===== src/design/multipu_pkg.sv =====
// --------------------------------------------------
// shared definitions for the multi-unit cluster
// pi1 bus widths, op encoding and the request and
// response structs that travel between the units,
// the arbiter and the external memory port
// --------------------------------------------------

package multipu_pkg;

	// data width of one bus word
	localparam int XARCHBITSZ = 32;

	// byte lanes per word
	localparam int SELBITSZ = XARCHBITSZ / 8;

	// word address, byte offset bits dropped
	localparam int XADDRBITSZ = XARCHBITSZ - $clog2(SELBITSZ);

	// pi1 operations
	// rdwr is the swap op of the full bus, never issued by this cluster
	typedef enum logic [1:0] {
		PI1_NONE  = 2'd0,
		PI1_WRITE = 2'd1,
		PI1_READ  = 2'd2,
		PI1_RDWR  = 2'd3
	} pi1_op_e;

	// master side of the bus
	// held stable from op raised until rdy seen
	typedef struct packed {
		pi1_op_e                   op;
		logic [XADDRBITSZ -1 : 0]  addr;
		logic [XARCHBITSZ -1 : 0]  data;
		logic [SELBITSZ -1 : 0]    sel;
	} pi1_req_t;

	// slave side of the bus
	// data is only meaningful on the rdy cycle of a read
	typedef struct packed {
		logic [XARCHBITSZ -1 : 0]  data;
		logic                      rdy;
	} pi1_rsp_t;

endpackage

===== src/design/multipu.sv =====
// --------------------------------------------------
// top level of the multi-unit cluster
// generates PUCOUNT units and queues their pi1
// traffic onto a single master port toward the
// external memory; everything runs on clk_i
// --------------------------------------------------

`timescale 1ns/1ns

module multipu #(
	parameter int PUCOUNT = 4,
	parameter int JOBLEN  = 8
) (
	input  logic                                   clk_i,
	input  logic                                   arst_n_i,
	input  logic [PUCOUNT -1 : 0]                  start_i,
	output logic [PUCOUNT -1 : 0]                  intrdy_o,
	output logic [PUCOUNT -1 : 0]                  halted_o,
	input  logic [multipu_pkg::XADDRBITSZ -1 : 0]  rstaddr_i,
	input  logic [multipu_pkg::XADDRBITSZ -1 : 0]  rstaddr2_i,
	input  logic [multipu_pkg::XARCHBITSZ -1 : 0]  id_i,
	output multipu_pkg::pi1_req_t                  pi1_req_o,
	input  multipu_pkg::pi1_rsp_t                  pi1_rsp_i
);

	// per-unit bus between the units and the arbiter
	multipu_pkg::pi1_req_t  m_req_w [PUCOUNT];
	multipu_pkg::pi1_rsp_t  m_rsp_w [PUCOUNT];

	// each unit works out its own region and id from PUID,
	// so both reset addresses and id_i go to all of them as is
	for (genvar gi = 0; gi < PUCOUNT; gi++) begin : gen_pu
		pu #(
			.PUID   (gi),
			.JOBLEN (JOBLEN)
		) pu_i (
			.clk_i      (clk_i),
			.arst_n_i   (arst_n_i),
			.start_i    (start_i[gi]),
			.rstaddr_i  (rstaddr_i),
			.rstaddr2_i (rstaddr2_i),
			.id_i       (id_i),
			.intrdy_o   (intrdy_o[gi]),
			.halted_o   (halted_o[gi]),
			.pi1_req_o  (m_req_w[gi]),
			.pi1_rsp_i  (m_rsp_w[gi])
		);
	end

	// the arbiter slave port is the cluster's master port, no extra stage
	pi1q #(
		.PUCOUNT (PUCOUNT)
	) pi1q_i (
		.clk_i    (clk_i),
		.arst_n_i (arst_n_i),
		.m_req_i  (m_req_w),
		.m_rsp_o  (m_rsp_w),
		.s_req_o  (pi1_req_o),
		.s_rsp_i  (pi1_rsp_i)
	);

endmodule


===== src/design/pi1q.sv =====
// --------------------------------------------------
// round-robin pi1 arbiter
// queues PUCOUNT masters onto one slave port; the
// granted request is registered and held until the
// slave answers, the response goes to its owner only
// --------------------------------------------------

`timescale 1ns/1ns

module pi1q #(
	parameter int PUCOUNT = 4
) (
	input  logic                   clk_i,
	input  logic                   arst_n_i,
	input  multipu_pkg::pi1_req_t  m_req_i [PUCOUNT],
	output multipu_pkg::pi1_rsp_t  m_rsp_o [PUCOUNT],
	output multipu_pkg::pi1_req_t  s_req_o,
	input  multipu_pkg::pi1_rsp_t  s_rsp_i
);

	localparam int IDXW = (PUCOUNT > 1) ? $clog2(PUCOUNT) : 1;

	logic                   busy_q;
	logic [IDXW -1 : 0]     gnt_q;
	logic [IDXW -1 : 0]     rr_q;
	multipu_pkg::pi1_req_t  s_req_q;
	logic                   nxt_found;
	logic [IDXW -1 : 0]     nxt_idx;
	logic [PUCOUNT -1 : 0]  gnt_vec;

	// next requester after the last one served, wrapping around
	always_comb begin
		int unsigned k;
		nxt_found = 1'b0;
		nxt_idx   = rr_q;
		for (int i = 1; i <= PUCOUNT; i++) begin
			k = int'(rr_q) + i;
			if (k >= PUCOUNT)
				k = k - PUCOUNT;
			if (!nxt_found && m_req_i[k].op != multipu_pkg::PI1_NONE) begin
				nxt_found = 1'b1;
				nxt_idx   = IDXW'(k);
			end
		end
	end

	always_ff @(posedge clk_i or negedge arst_n_i) begin
		if (!arst_n_i) begin
			busy_q  <= 1'b0;
			gnt_q   <= '0;
			// first grant lands on master 0
			rr_q    <= IDXW'(PUCOUNT - 1);
			s_req_q <= '0;
		end else if (!busy_q) begin
			// grant now, request shows on the slave port next cycle
			if (nxt_found) begin
				busy_q  <= 1'b1;
				gnt_q   <= nxt_idx;
				s_req_q <= m_req_i[nxt_idx];
			end
		end else if (s_rsp_i.rdy) begin
			// one idle cycle on the slave port before the next grant
			busy_q     <= 1'b0;
			rr_q       <= gnt_q;
			s_req_q.op <= multipu_pkg::PI1_NONE;
		end
	end

	assign s_req_o = s_req_q;

	// response back to the owner only, everyone else sees zeros
	always_comb begin
		for (int i = 0; i < PUCOUNT; i++) begin
			gnt_vec[i] = busy_q && (gnt_q == IDXW'(i));
			m_rsp_o[i] = '0;
			if (gnt_vec[i])
				m_rsp_o[i] = s_rsp_i;
		end
	end

	// exactly one owner while busy or answered, and it is still holding its request
	// a slave rdy with no grant held would be lost
	a_gnt_onehot: assert property (@(posedge clk_i) disable iff (!arst_n_i)
		(busy_q || s_rsp_i.rdy) |-> ($onehot(gnt_vec) && m_req_i[gnt_q] == s_req_q))
		else $error("pi1q: rdy without a single owner or owner dropped its request");

	// swap ops are not supported by this cluster
	a_no_rdwr: assert property (@(posedge clk_i) disable iff (!arst_n_i)
		s_req_q.op != multipu_pkg::PI1_RDWR)
		else $error("pi1q: PI1_RDWR on the slave port");

	a_s_stable: assert property (@(posedge clk_i) disable iff (!arst_n_i)
		(s_req_q.op != multipu_pkg::PI1_NONE && !s_rsp_i.rdy) |=> $stable(s_req_q))
		else $error("pi1q: slave request changed before rdy");

endmodule


===== src/design/pu.sv =====
// --------------------------------------------------
// one processing unit of the cluster
// on a start strobe it reads JOBLEN words from its
// region, sums them, xors in its id and writes the
// result to the word after the region, then halts
// --------------------------------------------------

`timescale 1ns/1ns

module pu #(
	parameter int PUID   = 0,
	parameter int JOBLEN = 8
) (
	input  logic                                     clk_i,
	input  logic                                     arst_n_i,
	input  logic                                     start_i,
	input  logic [multipu_pkg::XADDRBITSZ -1 : 0]    rstaddr_i,
	input  logic [multipu_pkg::XADDRBITSZ -1 : 0]    rstaddr2_i,
	input  logic [multipu_pkg::XARCHBITSZ -1 : 0]    id_i,
	output logic                                     intrdy_o,
	output logic                                     halted_o,
	output multipu_pkg::pi1_req_t                    pi1_req_o,
	input  multipu_pkg::pi1_rsp_t                    pi1_rsp_i
);

	// word counter wide enough for JOBLEN-1
	localparam int CNTW = (JOBLEN > 1) ? $clog2(JOBLEN) : 1;

	// offset of this unit inside the rstaddr2_i area, each region plus its result word
	localparam int OFFS = (PUID == 0) ? 0 : (PUID - 1) * (JOBLEN + 1);

	typedef enum logic [1:0] {
		ST_IDLE,
		ST_READ,
		ST_WRITE,
		ST_DONE
	} state_e;

	state_e                                 state_q;
	logic [CNTW -1 : 0]                     cnt_q;
	logic [multipu_pkg::XADDRBITSZ -1 : 0]  addr_q;
	logic [multipu_pkg::XARCHBITSZ -1 : 0]  sum_q;
	logic [multipu_pkg::XADDRBITSZ -1 : 0]  start_addr;
	logic [multipu_pkg::XARCHBITSZ -1 : 0]  unit_id;
	logic                                   go;
	logic                                   last_rd;

	// unit 0 boots from rstaddr_i, the others are packed after rstaddr2_i
	assign start_addr = (PUID == 0) ? rstaddr_i :
		rstaddr2_i + multipu_pkg::XADDRBITSZ'(OFFS);
	assign unit_id = id_i + multipu_pkg::XARCHBITSZ'(PUID);

	// ready for a new job in idle and once halted
	assign intrdy_o = (state_q == ST_IDLE) || (state_q == ST_DONE);
	assign halted_o = (state_q == ST_DONE);

	// start only counts while ready
	assign go = intrdy_o && start_i;
	assign last_rd = (cnt_q == CNTW'(JOBLEN - 1));

	always_ff @(posedge clk_i or negedge arst_n_i) begin
		if (!arst_n_i) begin
			state_q <= ST_IDLE;
			cnt_q   <= '0;
		end else begin
			case (state_q)
			ST_IDLE, ST_DONE: begin
				if (start_i) begin
					state_q <= ST_READ;
					cnt_q   <= '0;
				end
			end
			ST_READ: begin
				// one word per rdy, last one moves on to the write
				if (pi1_rsp_i.rdy) begin
					cnt_q <= cnt_q + 1'b1;
					if (last_rd)
						state_q <= ST_WRITE;
				end
			end
			ST_WRITE: begin
				if (pi1_rsp_i.rdy)
					state_q <= ST_DONE;
			end
			default: state_q <= ST_IDLE;
			endcase
		end
	end

	// address and running sum, loaded on start
	// after the last read addr_q already points at the result word
	always_ff @(posedge clk_i) begin
		if (go) begin
			addr_q <= start_addr;
			sum_q  <= '0;
		end else if (state_q == ST_READ && pi1_rsp_i.rdy) begin
			addr_q <= addr_q + 1'b1;
			sum_q  <= sum_q + pi1_rsp_i.data;
		end
	end

	// request is a pure decode of the registered state
	always_comb begin
		pi1_req_o     = '0;
		pi1_req_o.sel = '1;
		case (state_q)
		ST_READ: begin
			pi1_req_o.op   = multipu_pkg::PI1_READ;
			pi1_req_o.addr = addr_q;
		end
		ST_WRITE: begin
			pi1_req_o.op   = multipu_pkg::PI1_WRITE;
			pi1_req_o.addr = addr_q;
			pi1_req_o.data = sum_q ^ unit_id;
		end
		default: ;
		endcase
	end

	// an open request must not move before the arbiter answers it
	a_req_stable: assert property (@(posedge clk_i) disable iff (!arst_n_i)
		(pi1_req_o.op != multipu_pkg::PI1_NONE && !pi1_rsp_i.rdy) |=> $stable(pi1_req_o))
		else $error("pu %0d: request changed before rdy", PUID);

	// the arbiter only routes rdy back to the owner of an open request
	a_rdy_owned: assert property (@(posedge clk_i) disable iff (!arst_n_i)
		pi1_rsp_i.rdy |-> (pi1_req_o.op != multipu_pkg::PI1_NONE))
		else $error("pu %0d: rdy without a request", PUID);

endmodule


===== config.mk =====
export PLATFORM = sky130hd
export DESIGN_NAME = multipu
export DESIGN_NICKNAME = d
export VERILOG_FILES = /design/src/design/multipu_pkg.sv /design/src/design/multipu.sv /design/src/design/pi1q.sv /design/src/design/pu.sv
export SDC_FILE = /design/constraint.sdc
export NUM_CORES = 1
export LEC_CHECK = 0
export BUFFER_PORTS_ARGS = -buffer_cell sky130_fd_sc_hd__buf_2
export CORE_ASPECT_RATIO = 2
export CORE_UTILIZATION = 60
export DETAILED_ROUTE_END_ITERATION = 10
export GPL_TIMING_DRIVEN = 0
export PLACE_DENSITY = 0.8
export RECOVER_POWER = 25
export SLEW_MARGIN = 10
export SYNTH_ARGS = -nofsm -noshare
export SYNTH_HDL_FRONTEND = slang
export SYNTH_SLANG_ARGS = --single-unit

===== constraint.sdc =====
create_clock -name clk_i -period 5.1 [get_ports clk_i]
set_input_delay 0.255 -clock clk_i [delete_from_list [all_inputs] [get_ports clk_i]]
set_output_delay 0.255 -clock clk_i [all_outputs]
set_load 0.02 [all_outputs]

======== After elaboration in Yosys (flattened, before gate mapping) ========
Cells that the tools add are included.
cells by class
  add/sub/neg operators ................... 25
  multiply operators ...................... 0
  div/mod/pow operators ................... 0
  order comparisons ....................... 9
  eq/ne operators ......................... 36
  shift-type cells ........................ 0
  muxes and demuxes ....................... 85
  bitwise gates (word level) .............. 10
  reduce and logical (&&, ||, !) cells .... 55
operators by type and width
  operator               count
  $mux 68                11
  $bmux 68 s2            5
  $mux 32                8
  $pmux 32 s2            4
  $mux 30                8
  $ge 33x3->1 const B    4
  $mux 33                4
  $not 32->33            4
  $add 32x32->32         4
  $ge 32x3->1 const B    4
  $sub 32x3->32 const B  4
  $xor 32x32->32         4
  $add 30x1->30 const B  4
  $add 32x2->32 const B  2
  $mux 2                 22
  $add 32x1->32 const B  1
  $add 30x4->30 const B  1
  $add 30x5->30 const B  1
  $reduce_bool 2->1      13
  $mux 3                 8
  $ne 2x1->1 const B     12
  $pmux 2 s3             4
  $pmux 3 s2             4
  $eq 2x2->1 const B     10
  other kinds (19)       74
word-level totals
  bits in registers ....................... 341
  bits in latches ......................... 0
  memory bits (writable) .................. 0
  ROM bits ................................ 0
  input port bits ......................... 131
  memories kept ........................... 0

======== Depth between registers and ports, before layout ========
  word-level depth ........................ 24
  mapped depth ............................ 17
  mapped depth without buffers ............ 15

======== Modules after synthesis ========
From an unflattened synthesis, not the netlist that was laid out.
second synthesis, totals
  cell total of the unflattened synthesis .. 3736
  area total of the unflattened synthesis .. 30250.3 µm²
by module, submodules not included
  module               instances  cells each  area an instance (µm²)  sequential area each (µm²)
  pu (gen_pu[2].pu_i)  1          852         6595.1                  1666.6
  pu (gen_pu[3].pu_i)  1          824         6436.2                  1666.6
  pu (gen_pu[1].pu_i)  1          787         6195.9                  1666.6
  pu (gen_pu[0].pu_i)  1          699         5630.4                  1666.6
  pi1q                 1          574         5392.7                  1829.3

======== Least setup slack after synthesis ========
OpenSTA, ideal clock, no wires.
  path kind ............................... reg-to-reg
  start point ............................. reg pi1q_i.gnt_q[0]
  end point ............................... reg gen_pu[0].pu_i.sum_q[30] in the netlist's numbering
  setup time .............................. 0.079 ns
  arrival ................................. 3.549 ns
  data required time ...................... 5.021 ns
  slack ................................... 1.472 ns
  cell stages (with the launch flop) ...... 17
  buffers on the path ..................... 2
  period minus slack after synthesis ...... 3.628 ns
  cell sequence ........................... dfrtp_1 > clkbuf_1 > nor3b_1 > clkbuf_1 > and2_1 > ha_1 > inv_1 > fa_1 > nor2b_1 > o21ai_0 > a21oi_1 > o21ai_0 > a21oi_1 > o211ai_1 > a21oi_1 > mux2_2 > o211ai_1
between the ends
  cells in the longest elaborated chain, start to end .. 4
  elaborated cells on any way between the ends .. 5
  those cells by class .................... add/sub (1); mux (1); reduce/logical (3)
ends and longest elaborated chain
  what                                                 line                RTL
  from (decl)                                          pi1q.sv:24          logic [IDXW -1 : 0] gnt_q;
  from (signal assigned)                               pi1q.sv:58          gnt_q <= nxt_idx;
  $logic_not 2->1 *                                    pi1q.sv:74          gnt_vec[i] = busy_q && (gnt_q == IDXW'(i));
  $logic_and 1x1->1 *                                  pi1q.sv:74
  $mux 33 *                                            pi1q.sv:76          if (gnt_vec[i])
  $add 32x32->32 or $logic_and 1x1->1 (tied branches)  pu.sv:98, pu.sv:96
  to (signal assigned)                                 pu.sv:98            sum_q <= sum_q + pi1_rsp_i.data;
  to (decl)                                            pu.sv:42            logic [multipu_pkg::XARCHBITSZ -1 : 0] sum_q;
Mark *: on every way between the ends. The rest lies on a longest branch, timed or not.
A chain may end at the register's enable or synchronous reset.

======== Final worst setup path ========
  start point ............................. reg gen_pu[3].pu_i.state_q[0]
  end point ............................... reg pi1q_i.s_req_q, in the netlist pi1q_i.s_req_o[60]
between the ends
  cells in the longest elaborated chain, start to end .. 20
  elaborated cells on any way between the ends .. 38
  those cells by class .................... eq/ne (2); mux (24); bitwise (1); reduce/logical (11)
ends and longest elaborated chain
  what                                         line        RTL
  from (decl)                                  pu.sv:39    state_e state_q;
  from (signal assigned)                       pu.sv:63    state_q <= ST_IDLE;
  from (signal assigned)                       pu.sv:69    state_q <= ST_READ;
  from (signal assigned)                       pu.sv:78    state_q <= ST_WRITE;
  $eq 2x2->1 or $eq 2x1->1 (tied branches)     pu.sv:106   case (state_q)
  $pmux 32 s2 *                                pu.sv:106
  $bmux 68 s2                                  pi1q.sv:40  if (!nxt_found && m_req_i[k].op != multipu_pkg::PI1_NONE) begin
  $mux 68 (not written as such) (2 in series)  pi1q.sv:40
  $reduce_bool 2->1                            pi1q.sv:40
  $mux 1                                       pi1q.sv:40
  $logic_not 1->1                              pi1q.sv:40
  $logic_and 1x1->1                            pi1q.sv:40
  [... 2 more ...]                             n/a
  $logic_and 1x1->1                            pi1q.sv:40
  $mux 1                                       pi1q.sv:40
  $logic_not 1->1                              pi1q.sv:40
  $logic_and 1x1->1                            pi1q.sv:40
  $mux 2                                       pi1q.sv:40
  $not 2->3 (not written as such)              pi1q.sv:59  s_req_q <= m_req_i[nxt_idx];
  $bmux 68 s2                                  pi1q.sv:59
  $mux 68 (not written as such) (2 in series)  pi1q.sv:59
  to (signal assigned)                         pi1q.sv:59
  to (decl)                                    pi1q.sv:26  multipu_pkg::pi1_req_t s_req_q;
Mark *: on every way between the ends. The rest lies on a longest branch, timed or not. The select of a mux whose other input is x is not followed.

==> qor.yml <==
setup_path:
  crit_chain: "inv_1 > ha_1 > nor2_1 > o32ai_1 > mux2i_1 > and2_1 > buf_2 > nor3_1 > clkbuf_1 > a221oi_1 > o31ai_1"
  critical_path_class: "reg -> reg"
  slowest_delay_ns: 1.24
  crit_start: "gen_pu[3].pu_i.state_q[0]"
  critPathRequiredTime_ns: 5.50
  cp_slowest_cell: "a221oi_1"
  path_delay_family: "compound AO/OA/AOI/OAI gates"
  endpoint_kind: "flop"
  setup.worst_path.start_class: "flop"
  cp.depth: 11
  arrival_ns: 5.22
  rr_endpoint: "pi1q_i.s_req_o[60]"
  cp_num_buf_inv: 3
  r2r_cells: 11
  reg2reg_from: "gen_pu[3].pu_i.state_q[0]"
  reg2reg_setup_slack_ns: 0.28
  worstPathMaxFanout: 10
  crit_end: "pi1q_i.s_req_o[60]"
placement:
  detailed_place_hpwl_um: 87650
  numPortBuffers: 177
  dp_slack_ns: 0.1972
  gp_congestion: 1.036
cells_and_area:
  layout.nets: 3912
  final_common_cell: "nand2_1"
  layout_common_cells: "528 x nand2_1, 277 x a21oi_1, 236 x xnor2_1, 229 x clkbuf_1, 213 x nor2_1"
  fillers: 3947
  syn_to_final_growth_pct: 11.33
  drive_gt1_frac: 0.07113
grt:
  grt_pass1_vias: 28440
  antenna_found_initial: 15
  grt_pass1_wl_um: 168500
  grt_util_all_layers: 0.4850
  grt-ovfl-total: 0
  grt_max_degree: 64
run:
  cap_violations: 1
floorplanning:
  dieArea_mm2: 0.04651
  core_mm2: 0.04501
  initial_core_util: 0.6079
  die_h_um: 304.0
  io_pins: 207
  dieWidth_um: 153.0
  fp-row-count: 110
timing:
  worst_pin_slew_ns: 1.857
  period_minus_slack_ns: 4.821
  fmax_ghz: 0.2074
  fin_ws_ns: 0.2790
  rsz0062_at_grt: "false"
  drv_slew: 28
  fin_crit_sh: 0.9453
  final-hold-violation-count: 0
  setup_viol: 0
  clock_skew_ns: 0.02677
  relSlewSlack: -0.2380
  setup_tns_ns: 0
logic_synthesis:
  ys_seq_area_frac: 0.3078
  synth_edf_count: 120
  ys_warn_count: 0
  avgSynthCellArea_um2: 8.109
  synth_cell_types: 98
  syn-cell-area_mm2: 0.02736
  synth_async_sr_flop_share: 0.2663
  yosysTopAreaCell: "edfxtp_1"
  synth_nets: 3669
  synthCells: 3374
  synth-main-ff-cell: "dfxtp_1"
  ys_seq_elements: 338
  synth_top_area_share: 0.1317
  synthTopCellsByArea: "edfxtp_1 13%, dfxtp_1 9.4%, dfrtp_1 8.0%"
clocking:
  cts_buffer_depth: 3
  clock_sinks: 338
  cts-root-buf: "clkbuf_16"
  path_clk_slew_ns: 0.07
  htreeDepth: 2
  clk_latency_ns: 0.57
  cts_tree: "built"
  cts_buffers: 36
min_path:
  min_path_type: "in -> reg"
power:
  peakVddDrop_mv: 0.3728
  comb_power_share: 0.545
  power_density_mw_per_mm2: 596.3
  leakage_nw: 12.24
  p_seq_frac: 0.296
  sw_frac_of_total: 0.5184
  power_frac_clock: 0.159
  switchingPower_w: 0.009415
  p_int_w: 0.008746
outcome:
  violations: "max-capacitance violations, max-slew violations"
  status: "finished with violations"
route:
  routed_via_density: 6.766
  drc: 0
  dr.pass1.iters: 9
  drt_wl_total_um: 113200
  antenna_left: 0
  num_vias: 28550
  wl_per_cell_um: 26.84
  drt_iter0_markers: 2927
## sequential cells by signal, indices dropped and copies added, names as in the netlist
| name | count |
|---|---|
| gen_pu.pu_i.sum_q | 128 |
| gen_pu.pu_i.addr_q | 120 |
| pi1q_i.s_req_o | 65 |
| gen_pu.pu_i.cnt_q | 12 |
| gen_pu.pu_i.state_q | 8 |
| pi1q_i.gnt_q | 2 |
| pi1q_i.rr_q | 2 |
| pi1q_i.busy_q | 1 |
## logic make-up after synthesis
group | share of synthesized area
buf+inv | 0.04130
mux | 0.004848
simple gates | 0.2183
flops | 0.3078
fa+ha+maj | 0.07610
xor+xnor | 0.1287
compound gates | 0.2229
## worst register-to-register path, delay by kind of cell (launching register included)
family,cells,cell delay [ns]
compound gates,3,1.59
simple gates,3,1.01
mux,1,0.64
buf+inv,3,0.62
flops,1,0.43
fa+ha+maj,1,0.36
## Yosys cell counts, types with 35 or more instances
cell        n
nand2_1   531
a21oi_1   277
xnor2_1   236
nor2_1    214
o21ai_0   194
xor2_1    166
ha_1      160
clkbuf_1  158
and2_1    143
dfxtp_1   128
edfxtp_1  120
nand3_1   111
a221oi_1   94
dfrtp_1    88
o31ai_1    70
a21o_1     65
inv_1      57
nor3_1     53
nand4_1    51
and3_1     43
a221o_1    35
## repair_timing
action / in CTS / in global routing
setup buffers: 0 / 0
hold buffers: 26 / 0
hold endpoints to repair: 52 / 0
endpoints found under the setup margin: 0 / 8
resized for setup: 0 / 2
## metal layers
metal / GRT usage / vias to the layer above / wire length [um]
met1: 0.4529 / 13300 / 33760
met5: 0 / - / 11
met3: 0.1072 / 768 / 9663
li1: - / 12650 / -
met2: 0.8026 / 1822 / 52350
met4: 0.5988 / 2 / 17460
## power groups by stage
stage	Sequential, W	Clock (W)	Combinational, W
after floorplan	0.00514	0	0.00577
after global placement	0.00527	0	0.00910
after detailed placement	0.00532	0	0.00934
after CTS	0.00527	0.00288	0.00941
after global routing	0.00544	0.00298	0.0104
final	0.00537	0.00289	0.00989
## stage by stage
step	cell area, um2	utilization	cells	total power, W	hold slack, ns
3_5_place_dp	28980	0.6439	4112	0.01466	0.2242
5_1_grt	30420	0.6760	4205	0.01880	0.04208
2_1_floorplan	27360	-	3374	0.01091	-0.04059
6_report	30460	0.6768	4219	0.01816	0.01274
3_3_place_gp	28950	0.6431	4111	0.01436	0.4547
4_1_cts	30470	0.6771	4200	0.01756	0.001847
## how the worst min path moves through the flow
stage                        from  cells after the start                         to
2_1_floorplan            arst_n_i                      0    gen_pu[0].pu_i.cnt_q[0]
3_3_place_gp   pi1q_i.s_req_o[44]                      2         pi1q_i.s_req_o[44]
3_5_place_dp             arst_n_i                      1         pi1q_i.s_req_o[42]
4_1_cts              rstaddr_i[1]                      3   gen_pu[0].pu_i.addr_q[1]
5_1_grt              rstaddr_i[2]                      3   gen_pu[0].pu_i.addr_q[2]
6_report            rstaddr_i[25]                      3  gen_pu[0].pu_i.addr_q[25]
## cell type report
cell class              instances  area, um2  share of cell area
diodes                         18      45.04            0.001479
plain buffers                 209      912.1             0.02995
clock buffers                  46      989.7             0.03249
clock inverters                16      246.5            0.008093
inverters                      58      217.7            0.007148
multi-input cells            2769      17830              0.5853
flip-flops and latches        338       8421              0.2765
well taps                     560      700.7             0.02300
repair buffers                205       1097             0.03603
(Power assumes the default switching activity.)
